[config.mk]
export PLATFORM = sky130hd
export DESIGN_NAME = btb
export DESIGN_NICKNAME = d
export VERILOG_FILES = /design/src/hw/bpu_pkg.sv /design/src/hw/btb.sv
export SDC_FILE = /design/constraint.sdc
export NUM_CORES = 2
export LEC_CHECK = 0
export BUFFER_PORTS_ARGS = -buffer_cell sky130_fd_sc_hd__buf_2
export CORE_MARGIN = 2
export CORE_UTILIZATION = 45
export DETAILED_ROUTE_END_ITERATION = 7
export GPL_TIMING_DRIVEN = 0
export PLACE_DENSITY = 0.71
export SYNTH_ARGS = -nofsm -noshare
export SYNTH_HDL_FRONTEND = slang
export SYNTH_SLANG_ARGS = --single-unit
[constraint.sdc]
create_clock -name clk -period 4.05 [get_ports clk]
set_input_delay 1.0125 -clock clk [delete_from_list [all_inputs] [get_ports clk]]
set_output_delay 1.0125 -clock clk [all_outputs]
set_load 0.01 [all_outputs]
[src/hw/bpu_pkg.sv]
`default_nettype none

package bpu_pkg;

    localparam int VADDR_W = 32;
    localparam int BLOCK_BYTES = 16;
    localparam int BLOCK_LSB = $clog2(BLOCK_BYTES);
    localparam int SLOT_OFF_W = 2;
    localparam int BTB_TAG_W = 8;
    // halfword units
    localparam int BR_OFF_W = 12;
    localparam logic [VADDR_W-1:0] RESET_PC = 32'h0000_1000;

    typedef enum logic [1:0] {
        CONDITION,
        DIRECT,
        INDIRECT
    } br_type_e;

    typedef enum logic [1:0] {
        NONE,
        PUSH,
        POP
    } ras_type_e;

    // whether high target bits match the block pc or differ by one
    typedef enum logic [1:0] {
        TAR_NONE,
        TAR_OV,
        TAR_UN
    } tar_state_e;

    typedef struct packed {
        logic [5:0] rsvd;
        tar_state_e tar_state;
        logic [BR_OFF_W-1:0] off;
    } cond_target_t;

    // tail slot target as decoded by br_type
    typedef union packed {
        cond_target_t cond;
        logic [19:0] jump;
    } slot_target_u;

    typedef struct packed {
        logic en;
        logic [SLOT_OFF_W-1:0] offset;
        tar_state_e tar_state;
        logic [BR_OFF_W-1:0] target;
    } btb_slot_t;

    typedef struct packed {
        logic en;
        logic [SLOT_OFF_W-1:0] offset;
        br_type_e br_type;
        ras_type_e ras_type;
        slot_target_u target;
    } btb_tail_t;

    typedef struct packed {
        logic en;
        logic [BTB_TAG_W-1:0] tag;
        btb_slot_t slot;
        btb_tail_t tail;
        logic [SLOT_OFF_W-1:0] fth_off;
    } btb_entry_t;

    typedef struct packed {
        logic en;
        logic [VADDR_W-1:0] start_addr;
        logic [VADDR_W-1:0] target;
        logic taken;
        logic [SLOT_OFF_W-1:0] size;
        br_type_e br_type;
        ras_type_e ras_type;
        logic redirect;
    } pred_result_t;

    typedef struct packed {
        logic valid;
        logic [VADDR_W-1:0] start_addr;
        btb_entry_t entry;
        logic cond_taken;
        logic [VADDR_W-1:0] taken_target;
    } update_t;

endpackage

`default_nettype wire
[src/hw/btb.sv]
`timescale 1ns/1ps
`default_nettype none

module btb #(
    parameter int BTB_DEPTH = 64
) (
    input  logic                         clk,
    input  logic                         arst_n_i,
    input  logic                         rd_en_i,
    input  logic [bpu_pkg::VADDR_W-1:0]  pc_i,
    input  bpu_pkg::update_t             upd_i,
    output bpu_pkg::btb_entry_t          entry_o
);
    import bpu_pkg::*;

    localparam int IDX_W = $clog2(BTB_DEPTH);

    logic [BTB_DEPTH-1:0] vld;
    btb_entry_t mem [BTB_DEPTH];
    btb_entry_t wr_entry;
    btb_entry_t rd_entry;
    logic [IDX_W-1:0] rd_idx;
    logic [IDX_W-1:0] wr_idx;

    assign rd_idx = pc_i[BLOCK_LSB +: IDX_W];
    assign wr_idx = upd_i.start_addr[BLOCK_LSB +: IDX_W];

    // tag is taken from the block address above the index
    always_comb begin
        wr_entry = upd_i.entry;
        wr_entry.tag = upd_i.start_addr[BLOCK_LSB + IDX_W +: BTB_TAG_W];
    end

    always_comb begin
        rd_entry = mem[rd_idx];
        rd_entry.en = vld[rd_idx] && mem[rd_idx].en;
    end

    always_ff @(posedge clk or negedge arst_n_i) begin
        if (!arst_n_i) begin
            vld <= '0;
        end else if (upd_i.valid) begin
            vld[wr_idx] <= 1'b1;
        end
    end

    always_ff @(posedge clk) begin
        if (upd_i.valid) begin
            mem[wr_idx] <= wr_entry;
        end
    end

    // read port holds while fetch is stalled
    always_ff @(posedge clk or negedge arst_n_i) begin
        if (!arst_n_i) begin
            entry_o <= '0;
        end else if (rd_en_i) begin
            entry_o <= rd_entry;
        end
    end

endmodule

`default_nettype wire

==> results.md <==
- Status: complete, but fails checks
- Failing checks: capacitance limit, slew limit, setup timing
- Number of hold buffers added after cts: 0
- Top_reg_cell synth: edfxtp_1
- Clk_lat worst skew: around 0.96 ns
- CTS Root Cell: clkbuf_16
- Yosys warns: 0
- Post-route DRC: 0
- Leak Pwr: 49.66 nW
- Synth Net Count: 5807
- Die width: 557.4 um
- Clock Path Buffers: 4
- Clk_skew: 0.04592 ns
- Crit path time final: 4.122 ns
- Initial antenna violation count: 40
- Residual overflow from global routing: 0
- Most common cell in the synthesized netlist: edfxtp_1
- P&R area growth vs syn: 14.78%
- Vias in the first global route: 66050
- # fillers: approximately 23000
- Post-synthesis sequential area ratio: between 70% and 80%
- Netlist cell types: 37
- Metal-1 WL: about 120 mm
- Die Footprint: slightly above 300000 um^2
- Pin count of the biggest net entering global routing: 66
- Register bit count reported by yosys: 3639
- # clock sinks: 3639
- # nets final: ~6400
- Mapped Cells: 5651
- Final Hold Fails: 0
- Critical Path AT: 4.92 ns
- Global-route total usage across every layer: between 20 and 25%
- CTS buffer count: 360
- FFs w/ async S/R, synth: 3.270%
- Hold Crit Class: in -> async
- WS Path Type: in -> reg
- CP Launch Type: input port
- Tcrit/Tclk final: 101.8%
- Slew margin rel.: -4.474%
- Antenna Violating Nets Remaining: 0
- Via count: 64160
- Max_cap viols: 1
- I/O Buffers: ~120
- Reg-to-reg slack, setup: 1.62 ns
- Metal2 WL: 177.0 mm
- H-tree levels: 5
- Post-place setup slack: -1.283 ns
- Fmax: 0.2426 GHz
- Placeable core region: 305300 um^2
- Area share of the largest cell type after synthesis: roughly three quarters
- Uppermost layer routed: met5
- Endpoint type of the worst setup path: flip-flop
- Slew Viols, Final: 11
- Post-DP HPWL: 234.5 mm
- Initial Util: 45.14%
- Non-Filler Instances: 10660
- Max Fanout on Critical Path: 11
- Iteration-0 DRC count of the detailed router: 8739
- Endpoints failing setup: 2
- Pwr dens: 496.3 nW/um^2
- Dominant cells by area after synthesis: edfxtp_1, mux4_2, dfrtp_1
- Max rail drop VDD: 0.5520 mV
- WL met3: roughly 31 mm
- CTS tree: yes
- Final wirelength: 342.8 mm
- Req. time, crit path: 4.85 ns
- EDFF count, synth: 3520
- Synthesized area: 137800 um^2
- R2R Path End: entry_o[13]
- Vias/cell: 6.018
- Clock Pin Slew Worst Setup and Hold Paths: 0.06 ns
- First-pass GRT wire length: 481.7 mm
- Setup TNS: -0.09934 ns
- I/O Pins: approximately 210
- FF-to-FF path depth: 4
- RSZ-0062 raised after global routing: no
- Synth cell count leaders: edfxtp_1, mux4_2, mux2i_1
- Total Power: 78.51 mW
- Drt pass-1 iters: 7
- Wire per inst: 32.15 um
- Standard-cell rows: 203
- DP Cell Count: between 10000 and 15000
- Least-Margin Pin Slew: 1.567 ns
- Die height: about 560 um
- Layout cells sized above 1: 31.12%
- Reg2Reg Launch Point: mem[32][13]
- Post CTS Setup Buffer Count: 0
- Syn Area/Cell: 24.39 um^2
- Yosys top cell by area: edfxtp_1
- Final setup margin: -0.07249 ns
- Final core utilization: 51.81%
- GP Congestion: between 0.8 and 0.9
how the worst max path moves through the flow:
| stage | from | endpoint | depth (start not counted) |
|---|---|---|---|
| CTS | pc_i[6] | entry_o[37] | 8 |
| global route | pc_i[5] | entry_o[37] | 8 |
| global placement | upd_i[95] | vld[9] | 5 |
| detailed placement | pc_i[5] | entry_o[15] | 10 |
| finish | pc_i[9] | entry_o[38] | 6 |
| floorplan | upd_i[95] | mem[10][0] | 4 |
what timing repair did:
item / 4_1_cts / 5_1_grt
pin swaps: 0 / 0
endpoints found under the setup margin: 13 / 11
resized for setup: 12 / 14
through the flow:
stage,area [um^2],hold slack (ns)
3_3_place_gp,143600,0.4427
2_1_floorplan,137900,0.4301
5_1_grt,158200,0.09651
4_1_cts,158100,0.05231
6_report,158200,0.09189
3_5_place_dp,146700,0.4431
report_power, final:
group	internal, mW	total [mW]	switching (mW)
sequential	41.7	42.0	0.271
clock	18.8	32.5	13.7
combinational	1.56	3.99	2.43
total	62.1	78.5	16.4
flip-flops by register name, summed over array words and instances, names as in the netlist:
name,count
vld,64
entry_o,55
mem,3520
cell type report:
cell class              instances  area [um^2]  share of cell area (%)
well taps                    4100         5130                   3.243
inverters                      56        210.2                  0.1329
diodes                         16        40.04                 0.02531
clock buffers                 451         9589                   6.062
multi-input cells            1657        28110                   17.77
plain buffers                 299         1373                  0.8677
repair buffers                252         3292                   2.081
clock inverters               191         1767                   1.117
flip-flops and latches       3639       108700                   68.70
routing by layer:
layer / track usage [%] / vias to the layer above
li1: - / 25600
met1: 27.09 / 34540
met2: 37.94 / 3343
met3: 4.800 / 645
met4: 7.893 / 26
met5: 0 / -
layout by cell type, fill, tap and decap left out, types with 6 or more instances in the layout:
cell type and n:
o221ai_1 57, nand3_1 13, or2_2 65, o211ai_1 62, clkbuf_1 189, and2_1 12
inv_1 56, clkinvlp_4 8, nor2_4 62, clkinv_1 75, buf_1 49, clkbuf_8 9
nor2b_1 8, edfxtp_1 3520, nand3b_1 6, buf_2 214, clkinv_2 64, a21oi_1 6
mux4_2 1027, mux2i_1 162, bufinv_16 33, buf_6 8, a22oi_1 53, nand2_1 63
o21ai_0 27, dfrtp_1 119, clkbuf_16 367, clkbuf_2 22, buf_12 124, diode_2 16
critical path, cell delays in order:
cell	delay, ns
buf_2	0.16
clkbuf_1	1.15
clkbuf_2	0.83
clkbuf_1	0.94
mux2i_1	0.60
o221ai_1	0.19
cells by family after synthesis:
group	Yosys count	share of synthesized area (%)
and+or+nand+nor	249	0.8970
buffers and inverters	355	1.100
muxes	1189	17.96
DFF	3639	78.86
AOI/OAI and AO/OA	219	1.187
Power figures use the tool's default switching activity.
