`src/hw/bpu_pkg.sv`:
```
`default_nettype none

package bpu_pkg;

    localparam int VADDR_W = 32;
    localparam int BLOCK_BYTES = 16;
    localparam int BLOCK_LSB = $clog2(BLOCK_BYTES);
    localparam int SLOT_OFF_W = 2;
    localparam int BTB_TAG_W = 8;
    // halfword units
    localparam int BR_OFF_W = 12;
    localparam logic [VADDR_W-1:0] RESET_PC = 32'h0000_1000;

    typedef enum logic [1:0] {
        CONDITION,
        DIRECT,
        INDIRECT
    } br_type_e;

    typedef enum logic [1:0] {
        NONE,
        PUSH,
        POP
    } ras_type_e;

    // whether high target bits match the block pc or differ by one
    typedef enum logic [1:0] {
        TAR_NONE,
        TAR_OV,
        TAR_UN
    } tar_state_e;

    typedef struct packed {
        logic [5:0] rsvd;
        tar_state_e tar_state;
        logic [BR_OFF_W-1:0] off;
    } cond_target_t;

    // tail slot target as decoded by br_type
    typedef union packed {
        cond_target_t cond;
        logic [19:0] jump;
    } slot_target_u;

    typedef struct packed {
        logic en;
        logic [SLOT_OFF_W-1:0] offset;
        tar_state_e tar_state;
        logic [BR_OFF_W-1:0] target;
    } btb_slot_t;

    typedef struct packed {
        logic en;
        logic [SLOT_OFF_W-1:0] offset;
        br_type_e br_type;
        ras_type_e ras_type;
        slot_target_u target;
    } btb_tail_t;

    typedef struct packed {
        logic en;
        logic [BTB_TAG_W-1:0] tag;
        btb_slot_t slot;
        btb_tail_t tail;
        logic [SLOT_OFF_W-1:0] fth_off;
    } btb_entry_t;

    typedef struct packed {
        logic en;
        logic [VADDR_W-1:0] start_addr;
        logic [VADDR_W-1:0] target;
        logic taken;
        logic [SLOT_OFF_W-1:0] size;
        br_type_e br_type;
        ras_type_e ras_type;
        logic redirect;
    } pred_result_t;

    typedef struct packed {
        logic valid;
        logic [VADDR_W-1:0] start_addr;
        btb_entry_t entry;
        logic cond_taken;
        logic [VADDR_W-1:0] taken_target;
    } update_t;

endpackage

`default_nettype wire
```
`src/hw/bimodal_dir.sv`:
```
`timescale 1ns/1ps
`default_nettype none

module bimodal_dir #(
    parameter int BHT_DEPTH = 128
) (
    input  logic                         clk,
    input  logic                         arst_n_i,
    input  logic                         rd_en_i,
    input  logic [bpu_pkg::VADDR_W-1:0]  pc_i,
    input  bpu_pkg::update_t             upd_i,
    output logic                         taken_o
);
    import bpu_pkg::*;

    localparam int IDX_W = $clog2(BHT_DEPTH);

    logic [1:0] ctr [BHT_DEPTH];
    logic [IDX_W-1:0] rd_idx;
    logic [IDX_W-1:0] wr_idx;
    logic train;

    assign rd_idx = pc_i[BLOCK_LSB +: IDX_W];
    assign wr_idx = upd_i.start_addr[BLOCK_LSB +: IDX_W];
    // tail conditional shares the block counter
    assign train = upd_i.valid && (upd_i.entry.slot.en ||
                   (upd_i.entry.tail.en && upd_i.entry.tail.br_type == CONDITION));

    always_ff @(posedge clk or negedge arst_n_i) begin
        if (!arst_n_i) begin
            // weakly not-taken
            for (int i = 0; i < BHT_DEPTH; i++) begin
                ctr[i] <= 2'b01;
            end
        end else if (train) begin
            if (upd_i.cond_taken && ctr[wr_idx] != 2'b11) begin
                ctr[wr_idx] <= ctr[wr_idx] + 2'd1;
            end else if (!upd_i.cond_taken && ctr[wr_idx] != 2'b00) begin
                ctr[wr_idx] <= ctr[wr_idx] - 2'd1;
            end
        end
    end

    always_ff @(posedge clk or negedge arst_n_i) begin
        if (!arst_n_i) begin
            taken_o <= 1'b0;
        end else if (rd_en_i) begin
            taken_o <= ctr[rd_idx][1];
        end
    end

endmodule

`default_nettype wire

```
`config.mk`:
```
export PLATFORM = sky130hd
export DESIGN_NAME = bimodal_dir
export DESIGN_NICKNAME = d
export VERILOG_FILES = /design/src/hw/bpu_pkg.sv /design/src/hw/bimodal_dir.sv
export SDC_FILE = /design/constraint.sdc
export NUM_CORES = 1
export LEC_CHECK = 0
export BUFFER_PORTS_ARGS = -buffer_cell sky130_fd_sc_hd__buf_2
export CORE_AREA = 4 4 187 262
export DETAILED_ROUTE_END_ITERATION = 8
export DIE_AREA = 0 0 191 266
export HOLD_SLACK_MARGIN = 0.08
export PLACE_DENSITY = 0.57
export SYNTH_ARGS = -nofsm -noshare
export SYNTH_HDL_FRONTEND = slang
export SYNTH_SLANG_ARGS = --single-unit
```
`constraint.sdc`:
```
create_clock -name clk -period 3.6 [get_ports clk]
set_input_delay 0.36 -clock clk [delete_from_list [all_inputs] [get_ports clk]]
set_output_delay 0.36 -clock clk [all_outputs]
set_load 0.03 [all_outputs]
```
==> flow_metrics.env <==
export IMPL_outcome="complete, but fails checks"
export IMPL_violated_checks="negative setup slack"
export IMPL_pin_count_of_the_biggest_net_entering_global_routing=86
export IMPL_detailroute_via_count=10265
export IMPL_synth_warnings=0
export IMPL_synthesis_instances=1116
export IMPL_synth_area_um2=13900
export IMPL_buffer_cell_driving_the_clock_tree_root="clkbuf_16"
export IMPL_worst_slew_margin_rel_pct=28.9
export IMPL_synth_flop_cell="dfrtp_1"
export IMPL_power_per_cell_area_nw_per_um2=412
export IMPL_most_common_cell_after_layout_fill_and_taps_aside="mux2_2"
export IMPL_placement_rows=94
export IMPL_first_global_vias=10958
export IMPL_placeableCoreArea_um2=46700
export IMPL_layout_drive_gt1_share_pct=66.2
export IMPL_synth_edf_count=0
export IMPL_synthAdderAreaFrac_pct=0.180
export IMPL_clk_path_buf_depth=3
export IMPL_yosys_register_bits=257
export IMPL_clock_power_share_pct=38.4
export IMPL_comb_power_share_pct=16.8
export IMPL_port_buffers=23
export IMPL_finish_net_count=1395
export IMPL_boundary_pins=157
export IMPL_min_delay_path_class="in -> async"
export IMPL_cp_max_fo=4
export IMPL_grt_pass1_wl_um=70800
export IMPL_worst_ep_arrival_time_ns=4.23
export IMPL_setup_repair_after_global_routing_missed_its_margin="yes"
export IMPL_dieHeight_um=266
export IMPL_dominant_combinational_cell_family_by_area_after_synthesis="multiplexers"
export IMPL_crit_path_max_incr_delay_ns=0.48
export IMPL_clk_latency_ns=0.56
export IMPL_cts_buffers=25
export IMPL_ant_nets=0
export IMPL_ys_seq_area_share_pct=47.5
export IMPL_worstSetupEndpointType="flip-flop"
export IMPL_final_min_period_over_clock_period_pct=106
export IMPL_antennaDiodeCount=0
export IMPL_finClkSkew_ns=0.0234
export IMPL_layout_cells_most_common_list="243 x mux2_2, 133 x buf_4, 129 x dfrtp_1"
export IMPL_post_synth_mux_area_share_pct=31.7
export IMPL_timing_critical_path_cells="mux2_4, a221o_1, a222oi_1, o31a_1, a22oi_1, o2111a_1, ha_2, nor2b_4, o221ai_4, or3_4, or2_4, nor2_2, mux2_2"
export IMPL_initial_utilization_pct=29.7
export IMPL_cp_num_buf_inv=0
export IMPL_sw_frac_of_total_pct=27.8
export IMPL_first_pass_iters=5
export IMPL_vias_per_cell=5.46
export IMPL_seq_power_share_pct=44.8
export IMPL_vdd_drop_max_v=0.000394
export IMPL_die_area_um2=50800
export IMPL_syn_num_nets=1274
export IMPL_critPathSlowestCell="a222oi_1"
export IMPL_yosysUniqueCellTypes=67
export IMPL_timing_critical_path_max_delay_family="compound AO/OA/AOI/OAI gates"
export IMPL_leakage_power_summed_over_all_cells_uw=0.00712
export IMPL_critical_path_launch_point_type="flip-flop"
export IMPL_syn_avg_cell_area_um2=12.4
export IMPL_clock_sinks=257
export IMPL_total_switching_power_uw=2030
export IMPL_place_worst_setup_slack_ns=-0.792
export IMPL_hold_viol=0
export IMPL_drt_wirelength_per_cell_um=25.0
export IMPL_place_gp_congestion=0.920
export IMPL_filler_cell_count=4469
export IMPL_synth_compound_area_share_pct=9.02
export IMPL_antenna_found_initial=0
export IMPL_global_route_overflow_total=0
export IMPL_internal_power_uw=5280
export IMPL_final_setup_viol_count=222
export IMPL_dr_first_iter_drc_count=694
export IMPL_synth_xor_area_share_pct=0.0631
export IMPL_startpoint_of_the_worst_setup_timing_path="ctr[107]"
export IMPL_design_area_um2=17800
export IMPL_worst_slew_pin_slew_ns=1.07
export IMPL_drv_slew=0
export IMPL_place_area_um2=16200
export IMPL_post_route_drc_count=0
export IMPL_cts_htree_levels=1
export IMPL_track_usage_pct=18.3
export IMPL_async_reset_ff_share_pct=100
export IMPL_die_x_um=191
export IMPL_critPathRequiredTime_ns=4.03
export IMPL_regToRegStartpoint="ctr[107]"
export IMPL_max_freq_mhz=263
export IMPL_drt_wl_total_um=46900
export IMPL_layout_setup_ws_ns=-0.205
export IMPL_critPathKind="reg -> reg"
export IMPL_synth_simple_area_share_pct=7.99
export IMPL_timing_final_crit_period_ns=3.81
export IMPL_area_delta_synth_final_pct=28.0
export IMPL_clock_tree_from_tritoncts="built"
export IMPL_worst_setup_hold_path_clk_slew_ns=0.07
export IMPL_dpl_hpwl_um=33600
export IMPL_cap_violations=0
export IMPL_p_total_uw=7310
## layer usage
| metal | vias to the layer above | routed length [um] | GRT usage, % |
|---|---|---|---|
| met5 | - | 0 | 0 |
| met4 | 0 | 2840 | 9.79 |
| met3 | 142 | 2030 | 2.21 |
| met2 | 345 | 23800 | 32.1 |
| met1 | 5352 | 18300 | 21.9 |
| li1 | 4426 | - | - |
## power by group through the flow
stage	clock, uW	sequential (uW)	combinational, uW
after floorplan	0	3270	657
after global placement	0	3320	1150
after detailed placement	0	3330	1160
final	2810	3280	1230
after CTS	2860	3280	1190
after global routing	2970	3300	1300
## final timing paths
check	end	slack, ns	cells after the start
worst max-delay path	ctr[241]	-0.21	13
worst min-delay path	ctr[183]	0.37	2
worst max register to register	ctr[241]	-0.21	13
worst min register to register	ctr[141]	0.53	1
max in group asynchronous	async pin	2.29	3
min in group clk	ctr[141]	0.53	1
## per-stage QoR
step                setup TNS [ns]  util [%]  hold slack, ns  std cells
finish                      -22.05      38.0           0.371       1880
global route                -44.69      38.0           0.436       1880
CTS                          -9.86      37.3           0.412       1879
detailed placement         -171.82      34.7           0.408       1825
global placement           -183.62      34.7           0.404       1825
floorplan                   -20.65         -          0.0644       1116
## synth_stat cells, drive strengths merged, types with 2 or more instances
cell type    n  share of area (%)
a22oi       30                1.6
nor3b        3               0.20
a222oi       2               0.14
or2          7               0.32
or3          3               0.14
clkbuf      60                1.7
o31ai        3               0.16
a221o        5               0.36
a21oi        7               0.28
dfstp      128                 24
a22o         5               0.32
nand2       54                1.5
inv          2              0.054
nor2b       16               0.72
mux2       283                 23
and2         6               0.27
a21boi       3               0.16
a21o         2               0.11
mux4        45                7.3
nand2b       2              0.090
o211ai       6               0.32
a32oi        2               0.13
dfrtp      129                 23
a221oi      40                2.5
nor3         4               0.14
nor2       136                3.7
o311ai       2               0.13
clkinv       2              0.054
o22ai       12               0.54
mux2i       20                1.4
o22a         2               0.13
a31oi        4               0.18
a211o        2               0.13
o2bb2ai      4               0.25
o221ai       4               0.25
buf         36                1.7
nand3b       3               0.16
nand3       12               0.43
o2111ai      5               0.32
ha           2               0.18
o21ai        5               0.18
## layout make-up
| cell class | count | area, um^2 | area share [%] |
|---|---|---|---|
| clock buffers | 36 | 717 | 4.04 |
| well taps | 624 | 781 | 4.40 |
| flip-flops and latches | 257 | 6590 | 37.1 |
| inverters | 4 | 15.0 | 0.0845 |
| repair buffers | 190 | 1730 | 9.74 |
| multi-input cells | 759 | 7790 | 43.9 |
| clock inverters | 10 | 135 | 0.761 |
## cells by family (layout without fill, tap and decap cells)
family	Yosys count	after routing
AO/OA/AOI/OAI	156	156
XOR/XNOR	1	1
multiplexers	348	348
buffers and inverters	100	240
flip-flops	257	257
AND/OR/NAND/NOR	252	252
adder cells (fa/ha/maj)	2	2
## what timing repair did
action                                  CTS  global route
resized for setup                        80            86
hold buffers                              3             0
endpoints found under the setup margin  250           256
buffers inserted                          5             2
hold endpoints to repair                 40             0
pin swaps                                13            15
gates cloned                              1             0
No activity file was read; power rests on OpenSTA's default activity.
