==> src/hw/bpu_pkg.sv <==
`default_nettype none

package bpu_pkg;

    localparam int VADDR_W = 32;
    localparam int BLOCK_BYTES = 16;
    localparam int BLOCK_LSB = $clog2(BLOCK_BYTES);
    localparam int SLOT_OFF_W = 2;
    localparam int BTB_TAG_W = 8;
    // halfword units
    localparam int BR_OFF_W = 12;
    localparam logic [VADDR_W-1:0] RESET_PC = 32'h0000_1000;

    typedef enum logic [1:0] {
        CONDITION,
        DIRECT,
        INDIRECT
    } br_type_e;

    typedef enum logic [1:0] {
        NONE,
        PUSH,
        POP
    } ras_type_e;

    // whether high target bits match the block pc or differ by one
    typedef enum logic [1:0] {
        TAR_NONE,
        TAR_OV,
        TAR_UN
    } tar_state_e;

    typedef struct packed {
        logic [5:0] rsvd;
        tar_state_e tar_state;
        logic [BR_OFF_W-1:0] off;
    } cond_target_t;

    // tail slot target as decoded by br_type
    typedef union packed {
        cond_target_t cond;
        logic [19:0] jump;
    } slot_target_u;

    typedef struct packed {
        logic en;
        logic [SLOT_OFF_W-1:0] offset;
        tar_state_e tar_state;
        logic [BR_OFF_W-1:0] target;
    } btb_slot_t;

    typedef struct packed {
        logic en;
        logic [SLOT_OFF_W-1:0] offset;
        br_type_e br_type;
        ras_type_e ras_type;
        slot_target_u target;
    } btb_tail_t;

    typedef struct packed {
        logic en;
        logic [BTB_TAG_W-1:0] tag;
        btb_slot_t slot;
        btb_tail_t tail;
        logic [SLOT_OFF_W-1:0] fth_off;
    } btb_entry_t;

    typedef struct packed {
        logic en;
        logic [VADDR_W-1:0] start_addr;
        logic [VADDR_W-1:0] target;
        logic taken;
        logic [SLOT_OFF_W-1:0] size;
        br_type_e br_type;
        ras_type_e ras_type;
        logic redirect;
    } pred_result_t;

    typedef struct packed {
        logic valid;
        logic [VADDR_W-1:0] start_addr;
        btb_entry_t entry;
        logic cond_taken;
        logic [VADDR_W-1:0] taken_target;
    } update_t;

endpackage

`default_nettype wire
==> src/hw/s2_control.sv <==
`timescale 1ns/1ps
`default_nettype none

module s2_control #(
    parameter int BTB_DEPTH = 64
) (
    input  bpu_pkg::pred_result_t        result_i,
    input  bpu_pkg::btb_entry_t          entry_i,
    input  logic                         dir_taken_i,
    input  logic [bpu_pkg::VADDR_W-1:0]  ras_top_i,
    input  logic                         ras_valid_i,
    output logic                         ras_push_o,
    output logic                         ras_pop_o,
    output logic [bpu_pkg::VADDR_W-1:0]  ras_push_addr_o,
    output bpu_pkg::pred_result_t        result_o
);
    import bpu_pkg::*;

    localparam int IDX_W = $clog2(BTB_DEPTH);
    localparam int JMP_W = $bits(slot_target_u);

    // high part of base above lsb adjusted by st
    function automatic logic [VADDR_W-1:0] high_part(input logic [VADDR_W-1:0] base,
                                                     input tar_state_e st,
                                                     input int lsb);
        logic [VADDR_W-1:0] hi;
        hi = base >> lsb;
        case (st)
            TAR_OV: hi = hi + 1'b1;
            TAR_UN: hi = hi - 1'b1;
            default: ;
        endcase
        return hi << lsb;
    endfunction

    logic [VADDR_W-1:0] pc;
    logic hit;
    logic slot_taken, tail_cond_taken, cond_taken, jump_taken;
    logic [BR_OFF_W-1:0] cond_off;
    tar_state_e cond_tar;
    logic [SLOT_OFF_W-1:0] cond_size;
    logic [VADDR_W-1:0] br_target, jump_target, fth_target, predict_pc;
    logic ras_active;

    assign pc = result_i.start_addr;
    assign hit = entry_i.en && (entry_i.tag == pc[BLOCK_LSB + IDX_W +: BTB_TAG_W]);

    assign slot_taken = entry_i.slot.en && dir_taken_i;
    assign tail_cond_taken = entry_i.tail.en && entry_i.tail.br_type == CONDITION &&
                             !entry_i.slot.en && dir_taken_i;
    assign cond_taken = slot_taken || tail_cond_taken;
    assign jump_taken = entry_i.tail.en && entry_i.tail.br_type != CONDITION;

    assign cond_off = slot_taken ? entry_i.slot.target : entry_i.tail.target.cond.off;
    assign cond_tar = slot_taken ? entry_i.slot.tar_state : entry_i.tail.target.cond.tar_state;
    assign cond_size = slot_taken ? entry_i.slot.offset : entry_i.tail.offset;

    assign br_target = high_part(pc, cond_tar, BR_OFF_W + 1) | VADDR_W'({cond_off, 1'b0});
    assign jump_target = (entry_i.tail.ras_type == POP && ras_valid_i) ? ras_top_i :
                         high_part(pc, TAR_NONE, JMP_W + 1) |
                         VADDR_W'({entry_i.tail.target.jump, 1'b0});
    assign fth_target = pc + ((VADDR_W'(entry_i.fth_off) + 1'b1) << 2);
    assign predict_pc = cond_taken ? br_target : jump_taken ? jump_target : fth_target;

    // ras moves only for a taken tail jump of a live block
    assign ras_active = result_i.en && hit && jump_taken && !cond_taken;
    assign ras_push_o = ras_active && entry_i.tail.ras_type == PUSH;
    assign ras_pop_o = ras_active && entry_i.tail.ras_type == POP;
    assign ras_push_addr_o = pc + VADDR_W'({entry_i.tail.offset, 2'b00}) + 32'd4;

    always_comb begin
        result_o = result_i;
        if (hit && predict_pc != result_i.target) begin
            result_o.target = predict_pc;
            result_o.taken = cond_taken || jump_taken;
            result_o.size = cond_taken ? cond_size :
                            jump_taken ? entry_i.tail.offset : entry_i.fth_off;
            result_o.br_type = cond_taken ? CONDITION : entry_i.tail.br_type;
            result_o.ras_type = entry_i.tail.ras_type;
            result_o.redirect = 1'b1;
        end
    end

endmodule

`default_nettype wire

==> config.mk <==
export PLATFORM = sky130hd
export DESIGN_NAME = s2_control
export DESIGN_NICKNAME = d
export VERILOG_FILES = /design/src/hw/bpu_pkg.sv /design/src/hw/s2_control.sv
export SDC_FILE = /design/constraint.sdc
export NUM_CORES = 1
export LEC_CHECK = 0
export BUFFER_PORTS_ARGS = -buffer_cell sky130_fd_sc_hd__buf_2
export CAP_MARGIN = 5
export CORE_MARGIN = 2
export CORE_UTILIZATION = 25
export DETAILED_ROUTE_END_ITERATION = 6
export GPL_ROUTABILITY_DRIVEN = 0
export SLEW_MARGIN = 20
export SYNTH_ARGS = -nofsm -noshare
export SYNTH_HDL_FRONTEND = slang
export SYNTH_SLANG_ARGS = --single-unit
==> constraint.sdc <==
create_clock -name vclk -period 9.7
set_clock_uncertainty 0.1 [all_clocks]
set_input_delay 1.94 -clock vclk [all_inputs]
set_output_delay 1.94 -clock vclk [all_outputs]
set_load 0.05 [all_outputs]
==> summary.md <==
| Metric | Value |
|---|---|
| MaxCap Viol Count | 0 |
| Fin worst setup slack | between 500 and 600 ps |
| Core area | around 0.024 mm² |
| Die area | approximately 0.026 mm² |
| Via density per instance | 5.86 |
| Die width | 160 µm |
| Crit path arrival time | approximately 7100 ps |
| Vias post-DR | roughly 8500 |
| Seq_cells | 0 |
| PortBufs | 269 |
| CTS Hold Bufs | 0 |
| Cell area after layout | about 0.0075 mm² |
| ANT cells | 0 |
| Flop pwr share | 0% |
| Synthesis Warnings | 0 |
| Post-CTS Resized | 0 |
| Antenna Nets Post-Route | 0 |
| Largest net degree at the start of global routing | 35 |
| Nets | 1301 |
| Maximum vdd drop | approximately 28 µV |
| DRT Wirelength | 32000 µm |
| Syn nets | roughly 1100 |
| First-pass GRT wire length | 47200 µm |
| Met2 usage | about two fifths |
| TNS Setup | 0 ps |
| Vias in the first global route | just under 8000 |
| Most frequent cells in the layout | buf_2, nand2_1, nor2_1, xnor2_1, a21oi_1 |
| Rows | 57 |
| Setup WS pre-CTS | roughly 730 ps |
| Pint | 148 µW |
| Starting Density | between 20% and 30% |
| Grt ovf | 0 |
| Pwr per Cell Area | roughly 64 mW/mm² |
| Critical Path RT | 7660 ps |
| Worst hold path class | in2out |
| Routing usage on met1 | ~28% |
| Clock share of power | 0% |
| Final Hold Vio Count | 0 |
| Critical path fanouts, max | 34 |
| Gate power share | between 90% and 100% |
| Hold slack | between 4000 and 5000 ps |
| Status | completed |
| Syn_area_per_cell | 6.43 µm² |
| Slew @ Worst Pin | 1020 ps |
| Fraction of layout cells with a size suffix above 1 | between 30% and 40% |
| Met3 Track Usage GR | between 2 and 2.5% |
| Setup crit end kind | primary output |
| Initial antenna violation count | 0 |
| Unrepaired setup endpoints after global routing | no |
| Area Overhead vs Synth | 22.3% |
| Critical path type | in2out |
| Clkbuf count | 0 |
| IO Count | about 270 |
| Final Util | a little under a third |
| Register Area | 0 µm² |
| Register area share after synthesis | 0% |
| Iter 0 DRT Violations | roughly 1000 |
| Yosys cell types | between 80 and 90 |
| Psw | around 330 µW |
| GR peak layer | met2 |
| Commonest non-fill, non-tap cell in the layout | buf_2 |
| Drt wl/cell | 22.1 µm |
| Worst relative slew slack | roughly a third |
| Sw frac | about 69% |
| Final Slew Violations | 0 |
| Area post-placement | between 0.007 and 0.008 mm² |
| # setup viols final | 0 |
| Setup crit start kind | input port |
| Final HPWL DP | between 20000 and 30000 µm |
| Tmin final | between 9000 and 10000 ps |
| F_max | roughly 0.11 GHz |
| # Post-CTS Setup Buffers | 0 |
| Leak | roughly 0.0032 µW |
| Total GRT Usage | 23.3% |
| Period utilization | 94.0% |
| DR DRC count | 0 |
| Synth Cell Area | 0.00609 mm² |
| Drt pass-1 iters | 6 |
| Mapped Cells | approximately 950 |
| Die Height | around 160 µm |
synthesized netlist by cell type (all sizes together) (5+ instances only):
cell type / n / share of area (%)
xor2: 23 / 3.3
o211ai: 14 / 1.8
xnor2: 47 / 6.8
ha: 11 / 2.3
o31ai: 12 / 1.5
a31oi: 18 / 1.8
nor2: 61 / 3.8
nor4: 16 / 2.0
o31a: 6 / 0.86
a21o: 8 / 0.99
buf: 66 / 6.9
o221ai: 5 / 0.82
nor2b: 11 / 1.1
a211oi: 9 / 1.1
inv: 41 / 2.5
or4: 5 / 0.74
a2111oi: 7 / 1.0
nand4: 29 / 3.0
nand2b: 8 / 0.82
nand2: 130 / 8.0
and2: 9 / 0.92
a32oi: 7 / 1.0
a21oi: 46 / 3.8
nand3b: 5 / 0.62
o32a: 6 / 0.99
nor3b: 7 / 0.86
o21a: 10 / 1.2
mux2i: 34 / 5.6
o21ai: 40 / 3.3
o32ai: 5 / 0.84
a22oi: 5 / 0.62
o22ai: 6 / 0.62
or3: 17 / 1.7
clkbuf: 49 / 3.0
and4: 7 / 1.0
mux2: 25 / 5.6
nand3: 36 / 3.0
and3: 17 / 1.7
nor3: 24 / 2.0
layer usage:
layer	part of all wire [%]	up-vias
met5	0	-
met4	6.7	0
met3	8.4	105
met2	46	585
met1	39	3955
li1	-	3836
power groups by stage:
stage	combinational [µW]	clock, µW	sequential, µW
5_1_grt	502	0	0
4_1_cts	468	0	0
3_3_place_gp	465	0	0
6_report	474	0	0
3_5_place_dp	466	0	0
2_1_floorplan	324	0	0
layout make-up:
type | count | area [µm²]
inverter | 41 | 154
tap | 324 | 405
fill | 2740 | 16700
multi-input combinational | 791 | 5360
timing repair buffer | 292 | 1530
through the flow:
stage                     instances  total power (µW)
after floorplan                 947               324
after global placement         1448               465
after detailed placement       1448               466
after CTS                      1448               468
after global routing           1448               502
final                          1448               474
logic make-up (layout without fill, tap and decap cells):
| kind of cell | after synthesis | in the layout | synth area share, % |
|---|---|---|---|
| buffers and inverters | 156 | 333 | 12.4 |
| adder cells (fa/ha/maj) | 13 | 13 | 2.92 |
| AND/OR/NAND/NOR | 403 | 403 | 34.4 |
| AO/OA/AOI/OAI | 246 | 246 | 29.0 |
| XOR/XNOR | 70 | 70 | 10.1 |
| multiplexers | 59 | 59 | 11.2 |
critical path, cell delays in order:
cell	delay, ps
buf_2	150
nand2_1	150
mux2i_1	270
ha_1	430
xor2_1	180
ha_1	280
or3b_1	370
a32oi_1	250
mux2i_1	110
or3_1	420
a2111o_1	420
nor4_1	450
nand4_1	240
nor4_4	240
a41oi_4	180
buf_4	370
mux2_4	370
buf_2	210
worst paths after layout:
path                          from                 end  depth (start not counted)
worst min-delay path  result_i[41]  ras_push_addr_o[1]                          2
worst max-delay path   entry_i[45]        result_o[21]                         18
(Power assumes the default switching activity.)
