## config.mk

```make
export PLATFORM = sky130hd
export DESIGN_NAME = micro_btb
export DESIGN_NICKNAME = d
export VERILOG_FILES = /design/src/hw/bpu_pkg.sv /design/src/hw/micro_btb.sv
export SDC_FILE = /design/constraint.sdc
export NUM_CORES = 1
export LEC_CHECK = 0
export BUFFER_PORTS_ARGS = -buffer_cell sky130_fd_sc_hd__buf_2
export CORE_MARGIN = 2
export CORE_UTILIZATION = 30
export CTS_CLUSTER_SIZE = 28
export DETAILED_ROUTE_END_ITERATION = 6
export SETUP_SLACK_MARGIN = 0.02
export SLEW_MARGIN = 5
export SYNTH_ARGS = -nofsm -noshare
export SYNTH_HDL_FRONTEND = slang
export SYNTH_SLANG_ARGS = --single-unit
```

## constraint.sdc

```tcl
create_clock -name clk -period 4.8 [get_ports clk]
set_input_delay 0.24 -clock clk [delete_from_list [all_inputs] [get_ports clk]]
set_output_delay 0.24 -clock clk [all_outputs]
set_load 0.01 [all_outputs]
```

## src/hw/bpu_pkg.sv

```systemverilog
`default_nettype none

package bpu_pkg;

    localparam int VADDR_W = 32;
    localparam int BLOCK_BYTES = 16;
    localparam int BLOCK_LSB = $clog2(BLOCK_BYTES);
    localparam int SLOT_OFF_W = 2;
    localparam int BTB_TAG_W = 8;
    // halfword units
    localparam int BR_OFF_W = 12;
    localparam logic [VADDR_W-1:0] RESET_PC = 32'h0000_1000;

    typedef enum logic [1:0] {
        CONDITION,
        DIRECT,
        INDIRECT
    } br_type_e;

    typedef enum logic [1:0] {
        NONE,
        PUSH,
        POP
    } ras_type_e;

    // whether high target bits match the block pc or differ by one
    typedef enum logic [1:0] {
        TAR_NONE,
        TAR_OV,
        TAR_UN
    } tar_state_e;

    typedef struct packed {
        logic [5:0] rsvd;
        tar_state_e tar_state;
        logic [BR_OFF_W-1:0] off;
    } cond_target_t;

    // tail slot target as decoded by br_type
    typedef union packed {
        cond_target_t cond;
        logic [19:0] jump;
    } slot_target_u;

    typedef struct packed {
        logic en;
        logic [SLOT_OFF_W-1:0] offset;
        tar_state_e tar_state;
        logic [BR_OFF_W-1:0] target;
    } btb_slot_t;

    typedef struct packed {
        logic en;
        logic [SLOT_OFF_W-1:0] offset;
        br_type_e br_type;
        ras_type_e ras_type;
        slot_target_u target;
    } btb_tail_t;

    typedef struct packed {
        logic en;
        logic [BTB_TAG_W-1:0] tag;
        btb_slot_t slot;
        btb_tail_t tail;
        logic [SLOT_OFF_W-1:0] fth_off;
    } btb_entry_t;

    typedef struct packed {
        logic en;
        logic [VADDR_W-1:0] start_addr;
        logic [VADDR_W-1:0] target;
        logic taken;
        logic [SLOT_OFF_W-1:0] size;
        br_type_e br_type;
        ras_type_e ras_type;
        logic redirect;
    } pred_result_t;

    typedef struct packed {
        logic valid;
        logic [VADDR_W-1:0] start_addr;
        btb_entry_t entry;
        logic cond_taken;
        logic [VADDR_W-1:0] taken_target;
    } update_t;

endpackage

`default_nettype wire
```

## src/hw/micro_btb.sv

```systemverilog
`timescale 1ns/1ps
`default_nettype none

module micro_btb #(
    parameter int UBTB_DEPTH = 16
) (
    input  logic                         clk,
    input  logic                         arst_n_i,
    input  logic [bpu_pkg::VADDR_W-1:0]  pc_i,
    input  bpu_pkg::update_t             upd_i,
    output bpu_pkg::pred_result_t        result_o
);
    import bpu_pkg::*;

    localparam int IDX_W = $clog2(UBTB_DEPTH);

    logic [UBTB_DEPTH-1:0] vld;
    logic [VADDR_W-1:0] tag_mem [UBTB_DEPTH];
    logic [VADDR_W-1:0] tgt_mem [UBTB_DEPTH];
    logic [IDX_W-1:0] rd_idx;
    logic [IDX_W-1:0] wr_idx;
    logic hit;

    assign rd_idx = pc_i[BLOCK_LSB +: IDX_W];
    assign wr_idx = upd_i.start_addr[BLOCK_LSB +: IDX_W];
    // full address compare avoids aliasing
    assign hit = vld[rd_idx] && (tag_mem[rd_idx] == pc_i);

    always_ff @(posedge clk or negedge arst_n_i) begin
        if (!arst_n_i) begin
            vld <= '0;
        end else if (upd_i.valid) begin
            vld[wr_idx] <= 1'b1;
        end
    end

    always_ff @(posedge clk) begin
        if (upd_i.valid) begin
            tag_mem[wr_idx] <= upd_i.start_addr;
            tgt_mem[wr_idx] <= upd_i.taken_target;
        end
    end

    always_comb begin
        result_o.en = 1'b1;
        result_o.start_addr = pc_i;
        result_o.target = hit ? tgt_mem[rd_idx] : pc_i + VADDR_W'(BLOCK_BYTES);
        result_o.taken = hit;
        result_o.size = '1;
        result_o.br_type = DIRECT;
        result_o.ras_type = NONE;
        result_o.redirect = 1'b0;
    end

endmodule

`default_nettype wire

```

==> metrics.txt, run 1 <==
Lkg Pwr 15.3 nW; Synth Instances 1840; DRC 0; Switch Pwr 0.00407 W; Row Count 136; Seq pwr share 53.2%; required time worst endpoint 4.56 ns; placed insts 3741; Core Box Area 137000 um^2; Syn-to-layout area delta 16.8%; initial antenna violation count 21; minimum clock period 4.46 ns; final worst setup slack 0.343 ns; post-synth top area cell edfxtp_1; cells along the critical path mux4_2 > or2_1 > a32o_1 > a2111oi_2 > a41oi_1 > nor4_1 > and4_2 > buf_4 > mux2_4 > buf_2; gr ovfl total 0; Vias 20200; TritonCTS clock tree built; setup TNS 0 ns; first drt pass iteration count 5; sw frac 21.2%; EDFF count, synth 1024; post-route design area 48300 um^2; first-pass GRT wire length 151000 um; critical path class reg -> out; Avg Inst Size Synth 22.5 um^2; H-tree depth 3; CP Capture Type primary output; largest net degree at the start of global routing 62; Critical Path Source Type flop; synthesis-stage register bit count 1040; Final GP Congestion 0.840; Nets 2270; post-place setup slack 0.518 ns; Starting DRT DRC Count 2088; Vias/cell 5.04; Critical Path AT 4.22 ns; fin cells 4000; PortBufs 163; Slew Viols, Final 0; Die Ht 375 um; layout cell share with drive strength beyond 1 32.5%; multi-input logic area 9420 um^2; CTS max path bufs 3; register area 31100 um^2; DP Wirelength 64300 um; root buffer cell clkbuf_16; maximum fanout along the worst path 9; worst hold slack 0.0915 ns; max_cap viols 0; Reg2Reg Setup Slack 4.01 ns; Clock Power Share 40.3%; status completed; ys flop type edfxtp_1; most common cell after layout, fill and taps aside edfxtp_1; yosys warns 0; worst hold path type in -> reg; clk_skew 0 ns; Mapped Area 41400 um^2; Seq/Total Area, Yosys 75.3%; Initial Util 30.2%; cell-internal power 0.0152 W; Async SR Flop Fraction 1.54%; final setup violating endpoints 0; Worst-Margin Slew 1.05 ns; ANT nets after route 0; Num CTS Buffers 102; total track usage 15.0%; IO Pins 228; CP peak stage delay 0.54 ns; Filler cells 12600; clk_lat worst skew 0.64 ns; Routed WL 107000 um; Final period util 92.9%; slowest CP cell a2111oi_2; Die ar. 141000 um^2; post-DR wirelength/cell 26.8 um; synth top area cells edfxtp_1, mux4_2, mux2i_1; Setup Buffers After CTS 0; die width 375 um; CTS sink count 1040; Fmax 224 MHz; placed inst area 44500 um^2; Logic pwr share 6.5%; most frequent cells in the layout edfxtp_1, mux4_2, buf_2; VDD IR max 0.333 mV; Final Hold Fails 0; Slew HR 29.9%; Pwr Density 398 nW/um^2; area share of the largest cell type after synthesis 74.3%; vias in the first global route 20500; Synth cell types 67; Reg clk slew, reported paths 0.06 ns; RSZ-0062 raised after global routing false
==> cell families (layout without fill, tap and decap cells) <==
| group | count (synthesis) | after routing | synth area share [%] |
|---|---|---|---|
| DFF | 1040 | 1040 | 75.3 |
| and+or+nand+nor | 153 | 153 | 1.92 |
| other | 2 | 17 | 0.0181 |
| xor gates and xnor gates | 49 | 49 | 1.04 |
| buffers and inverters | 146 | 497 | 2.37 |
| adders and majority gates | 1 | 1 | 0.0302 |
| AOI/OAI and AO/OA | 74 | 74 | 1.30 |
| muxes | 375 | 375 | 18.1 |
==> cells in the mapped netlist (5+ instances only) <==
cell type  instances
mux4_1             9
buf_2             34
a21oi_1           16
xor2_1            10
edfxtp_1        1024
mux2_2             5
nor3_1            10
nor4_1             7
buf_1              5
or2_2             16
buf_4             55
nor2b_1           10
nor2_1            34
buf_6             13
a221oi_1           5
mux2_4            28
mux4_2           274
a211oi_1           8
inv_1             13
o21ai_0            5
nand3_1           11
nand2_1           32
mux2i_1           59
clkbuf_1          16
a22oi_1            6
nand4_1            7
xnor2_1           39
dfrtp_1           16
o22ai_1            6
==> metal layers <==
metal  track usage (%)  routed length (um)  part of all wire (%)  vias to the layer above
met5                 0                  69                 0.064                        -
met4              4.05                2660                   2.5                       10
met3              4.67               11000                    10                      162
met2              22.9               48600                    45                      909
met1              20.7               44700                    42                    10800
li1                  -                   -                     -                     8282
==> critical path: cells and delay by family (launching register included) <==
kind,cells,cell delay [ns]
buffers and inverters,2,0.45
DFF,1,0.37
muxes,2,0.84
and+or+nand+nor,3,0.99
AOI/OAI and AO/OA,3,0.90
==> registers in the layout, summed over array words and instances (netlist names) <==
register / cells
tgt_mem: 512
vld: 16
tag_mem: 512
==> final timing paths <==
path / startpoint / to / cells past startpoint
setup reg to reg: vld[14] / vld[14] / 1
hold reg to reg: vld[1] / vld[1] / 1
setup / recovery: tag_mem[6][24] / result_o[19] / 10
max in group asynchronous: arst_n_i / vld[3] / 2
min in group asynchronous: arst_n_i / vld[1] / 2
hold / removal: upd_i[93] / tag_mem[2][5] / 1
==> cell type report <==
class                           instances  area share [%]
Antenna cell                            9          0.0466
Clock buffer                          126            5.57
Clock inverter                         61            1.11
Inverter                               14           0.109
Multi-Input combinational cell        660            19.5
Sequential cell                      1040            64.4
Tap cell                             1794            4.64
Timing Repair Buffer                  296            4.60
==> power by group through the flow <==
stage / Combinational (W) / Clock (W) / Sequential, W
2_1_floorplan: 0.000719 / 0 / 0.0104
3_3_place_gp: 0.00119 / 0 / 0.0104
3_5_place_dp: 0.00121 / 0 / 0.0104
4_1_cts: 0.00127 / 0.00790 / 0.0102
5_1_grt: 0.00134 / 0.00823 / 0.0102
6_report: 0.00126 / 0.00775 / 0.0102
==> stage by stage <==
step	utilization, %	total power, W
6_report	35.2	0.0192
5_1_grt	35.2	0.0198
4_1_cts	35.2	0.0194
3_5_place_dp	32.4	0.0116
3_3_place_gp	32.4	0.0116
2_1_floorplan	-	0.0111
==> what timing repair did <==
item / CTS / global route
hold endpoints to repair: 984 / 0
hold buffers: 63 / 0
gates resized for setup: 0 / 0
Note: power is estimated with default switching activity, not from simulation.
==> run 2: changes to the inputs <==
==> constraint.sdc (replaced) <==
create_clock -name clk -period 4.8 [get_ports clk]
set_input_delay 0.72 -clock clk [delete_from_list [all_inputs] [get_ports clk]]
set_output_delay 0.72 -clock clk [all_outputs]
set_load 0.01 [all_outputs]
==> run 2 against run 1 <==
Cell count decreased by 0.55%. Register-to-register slack got worse by 0.02 ns. Core utilization hardly changed. Critical endpoint is now result_o[22].
==> metrics.txt, run 2 (same netlist as run 1, synthesis figures left out) <==
Seq pwr share 53.0%; PortBufs 163; vias in the first global route 20700; Setup Buffers After CTS 0; VDD IR max 0.280 mV; final setup violating endpoints 0; Starting DRT DRC Count 2456; Routed WL 111000 um; most common cell after layout, fill and taps aside edfxtp_1; hold path cells 1; CTS sink count 1040; r2r startpoint vld[13]; RSZ-0062 raised after global routing false; layout cell share with drive strength beyond 1 35.1%; post-DR wirelength/cell 27.9 um; Final Hold Fails 0; sw frac 21.3%; post-route design area 48300 um^2; required time worst endpoint 4.08 ns; Initial Util 30.2%; Worst-Margin Slew 1.02 ns; CP Capture Type primary output; Worst path most repeated cell buf_12; Die Ht 375 um; CP peak stage delay 0.52 ns; Die ar. 141000 um^2; ANT nets after route 0; Num CTS Buffers 100; critical path class in -> out; reg2reg end vld[13]; Core Box Area 137000 um^2; initial antenna violation count 39; Fmax 214 MHz; slowest CP cell mux4_2; Lkg Pwr 15.4 nW; endpoint of the worst hold path tag_mem[13][27]; cell-internal power 0.0152 W; Reg clk slew, reported paths 0.07 ns; die width 375 um; first drt pass iteration count 7; Final GP Congestion 0.843; Syn-to-layout area delta 16.7%; met3 wire len 11600 um; setup TNS 0 ns; max_cap viols 0; root buffer cell clkbuf_16; top sig layer met5; gr ovfl total 0; minimum clock period 4.68 ns; Row Count 136; CTS max path bufs 3; biggest regs tag_mem: 512 flops, tgt_mem: 512 flops, vld: 16 flops; Vias 20400; CP top delay family multiplexers; Slew Viols, Final 0; clk_lat worst skew 0.65 ns; Filler cells 12600; R2R depth 1; M1 wire length 46400 um; clk_skew 0 ns; DRC 0; TritonCTS clock tree built; Switch Pwr 0.00412 W; DP Wirelength 65600 um; worst hold path type in -> reg; most frequent cells in the layout edfxtp_1, mux4_2, buf_2; Critical Path Source Type input pin; largest net degree at the start of global routing 107; Clock Power Share 40.5%; Critical Path AT 3.96 ns; IO Pins 228; Slew HR 32.1%; Pwr Density 400 nW/um^2; Nets 2247; cells along the critical path buf_16 > buf_12 > mux4_2 > mux2i_1 > mux2i_1 > xnor2_1 > nand4_1 > nor4_1 > and4_4 > buf_12 > buf_12 > mux2_4 > buf_2; Final period util 97.5%; CP bufs+invs 5; placed inst area 44900 um^2; status completed; Reg2Reg Setup Slack 3.99 ns; first-pass GRT wire length 156000 um; Logic pwr share 6.6%; maximum fanout along the worst path 20; H-tree depth 3; WL met2 50600 um; total track usage 15.5%; Hold Crit Start upd_i[115]; Vias/cell 5.12
run 2: changes by cell type in the layout (fill, tap and decap cells not counted), moves of 4 or more:
cell and change:
dlygate4sd3_1 -62, clkinv_2 +6, buf_12 +9, buf_16 +4, buf_4 +26
run 2: routing by layer:
layer	global-route usage, %	up-vias
met5	0	-
met4	3.46	24
met3	4.29	181
met2	23.8	1003
met1	21.8	10900
li1	-	8235
run 2: final cells by class:
class	instances	area, um^2	share of cell area (%)
tap	1794	2240	4.65
antenna	9	22.5	0.0466
clock inverter	65	617	1.28
sequential	1040	31100	64.5
inverter	14	52.6	0.109
clock buffer	121	2620	5.43
multi-input combinational	660	9460	19.6
timing repair buffer	275	2130	4.42
run 2: worst max path at each step:
stage	startpoint	end	slack, ns	depth (start not counted)
after floorplan	upd_i[94]	tag_mem[1][0]	0.37	2
after global placement	pc_i[5]	result_o[22]	0.03	14
after detailed placement	pc_i[5]	result_o[22]	-0.004	14
after CTS	pc_i[5]	result_o[22]	0.05	14
after global routing	pc_i[4]	result_o[22]	0.03	13
final	pc_i[4]	result_o[22]	0.12	13
run 2: through the flow:
step                      hold slack (ns)  util [%]  setup WS (ns)  instances  power, W
final                               0.424      35.2          0.118       3978    0.0193
after CTS                           0.379      35.1         0.0451       3967    0.0195
after floorplan                     0.424         -          0.367       1846    0.0111
after detailed placement            0.453      32.7       -0.00422       3780    0.0117
after global placement              0.446      32.7         0.0285       3780    0.0116
after global routing                0.401      35.2         0.0280       3971    0.0199
run 2: repair_timing:
item,CTS,global route
gates cloned,0,2
endpoints found under the hold margin,16,0
pin swaps,0,1
setup endpoints to repair,25,32
hold buffers,1,0
resized for setup,1,15
run 2: power by group through the flow:
stage / Sequential, W / Clock [W] / Combinational, W
after floorplan: 0.0104 / 0 / 0.000719
after global placement: 0.0104 / 0 / 0.00123
after detailed placement: 0.0104 / 0 / 0.00125
after CTS: 0.0102 / 0.00797 / 0.00126
after global routing: 0.0102 / 0.00831 / 0.00135
final: 0.0102 / 0.00782 / 0.00127
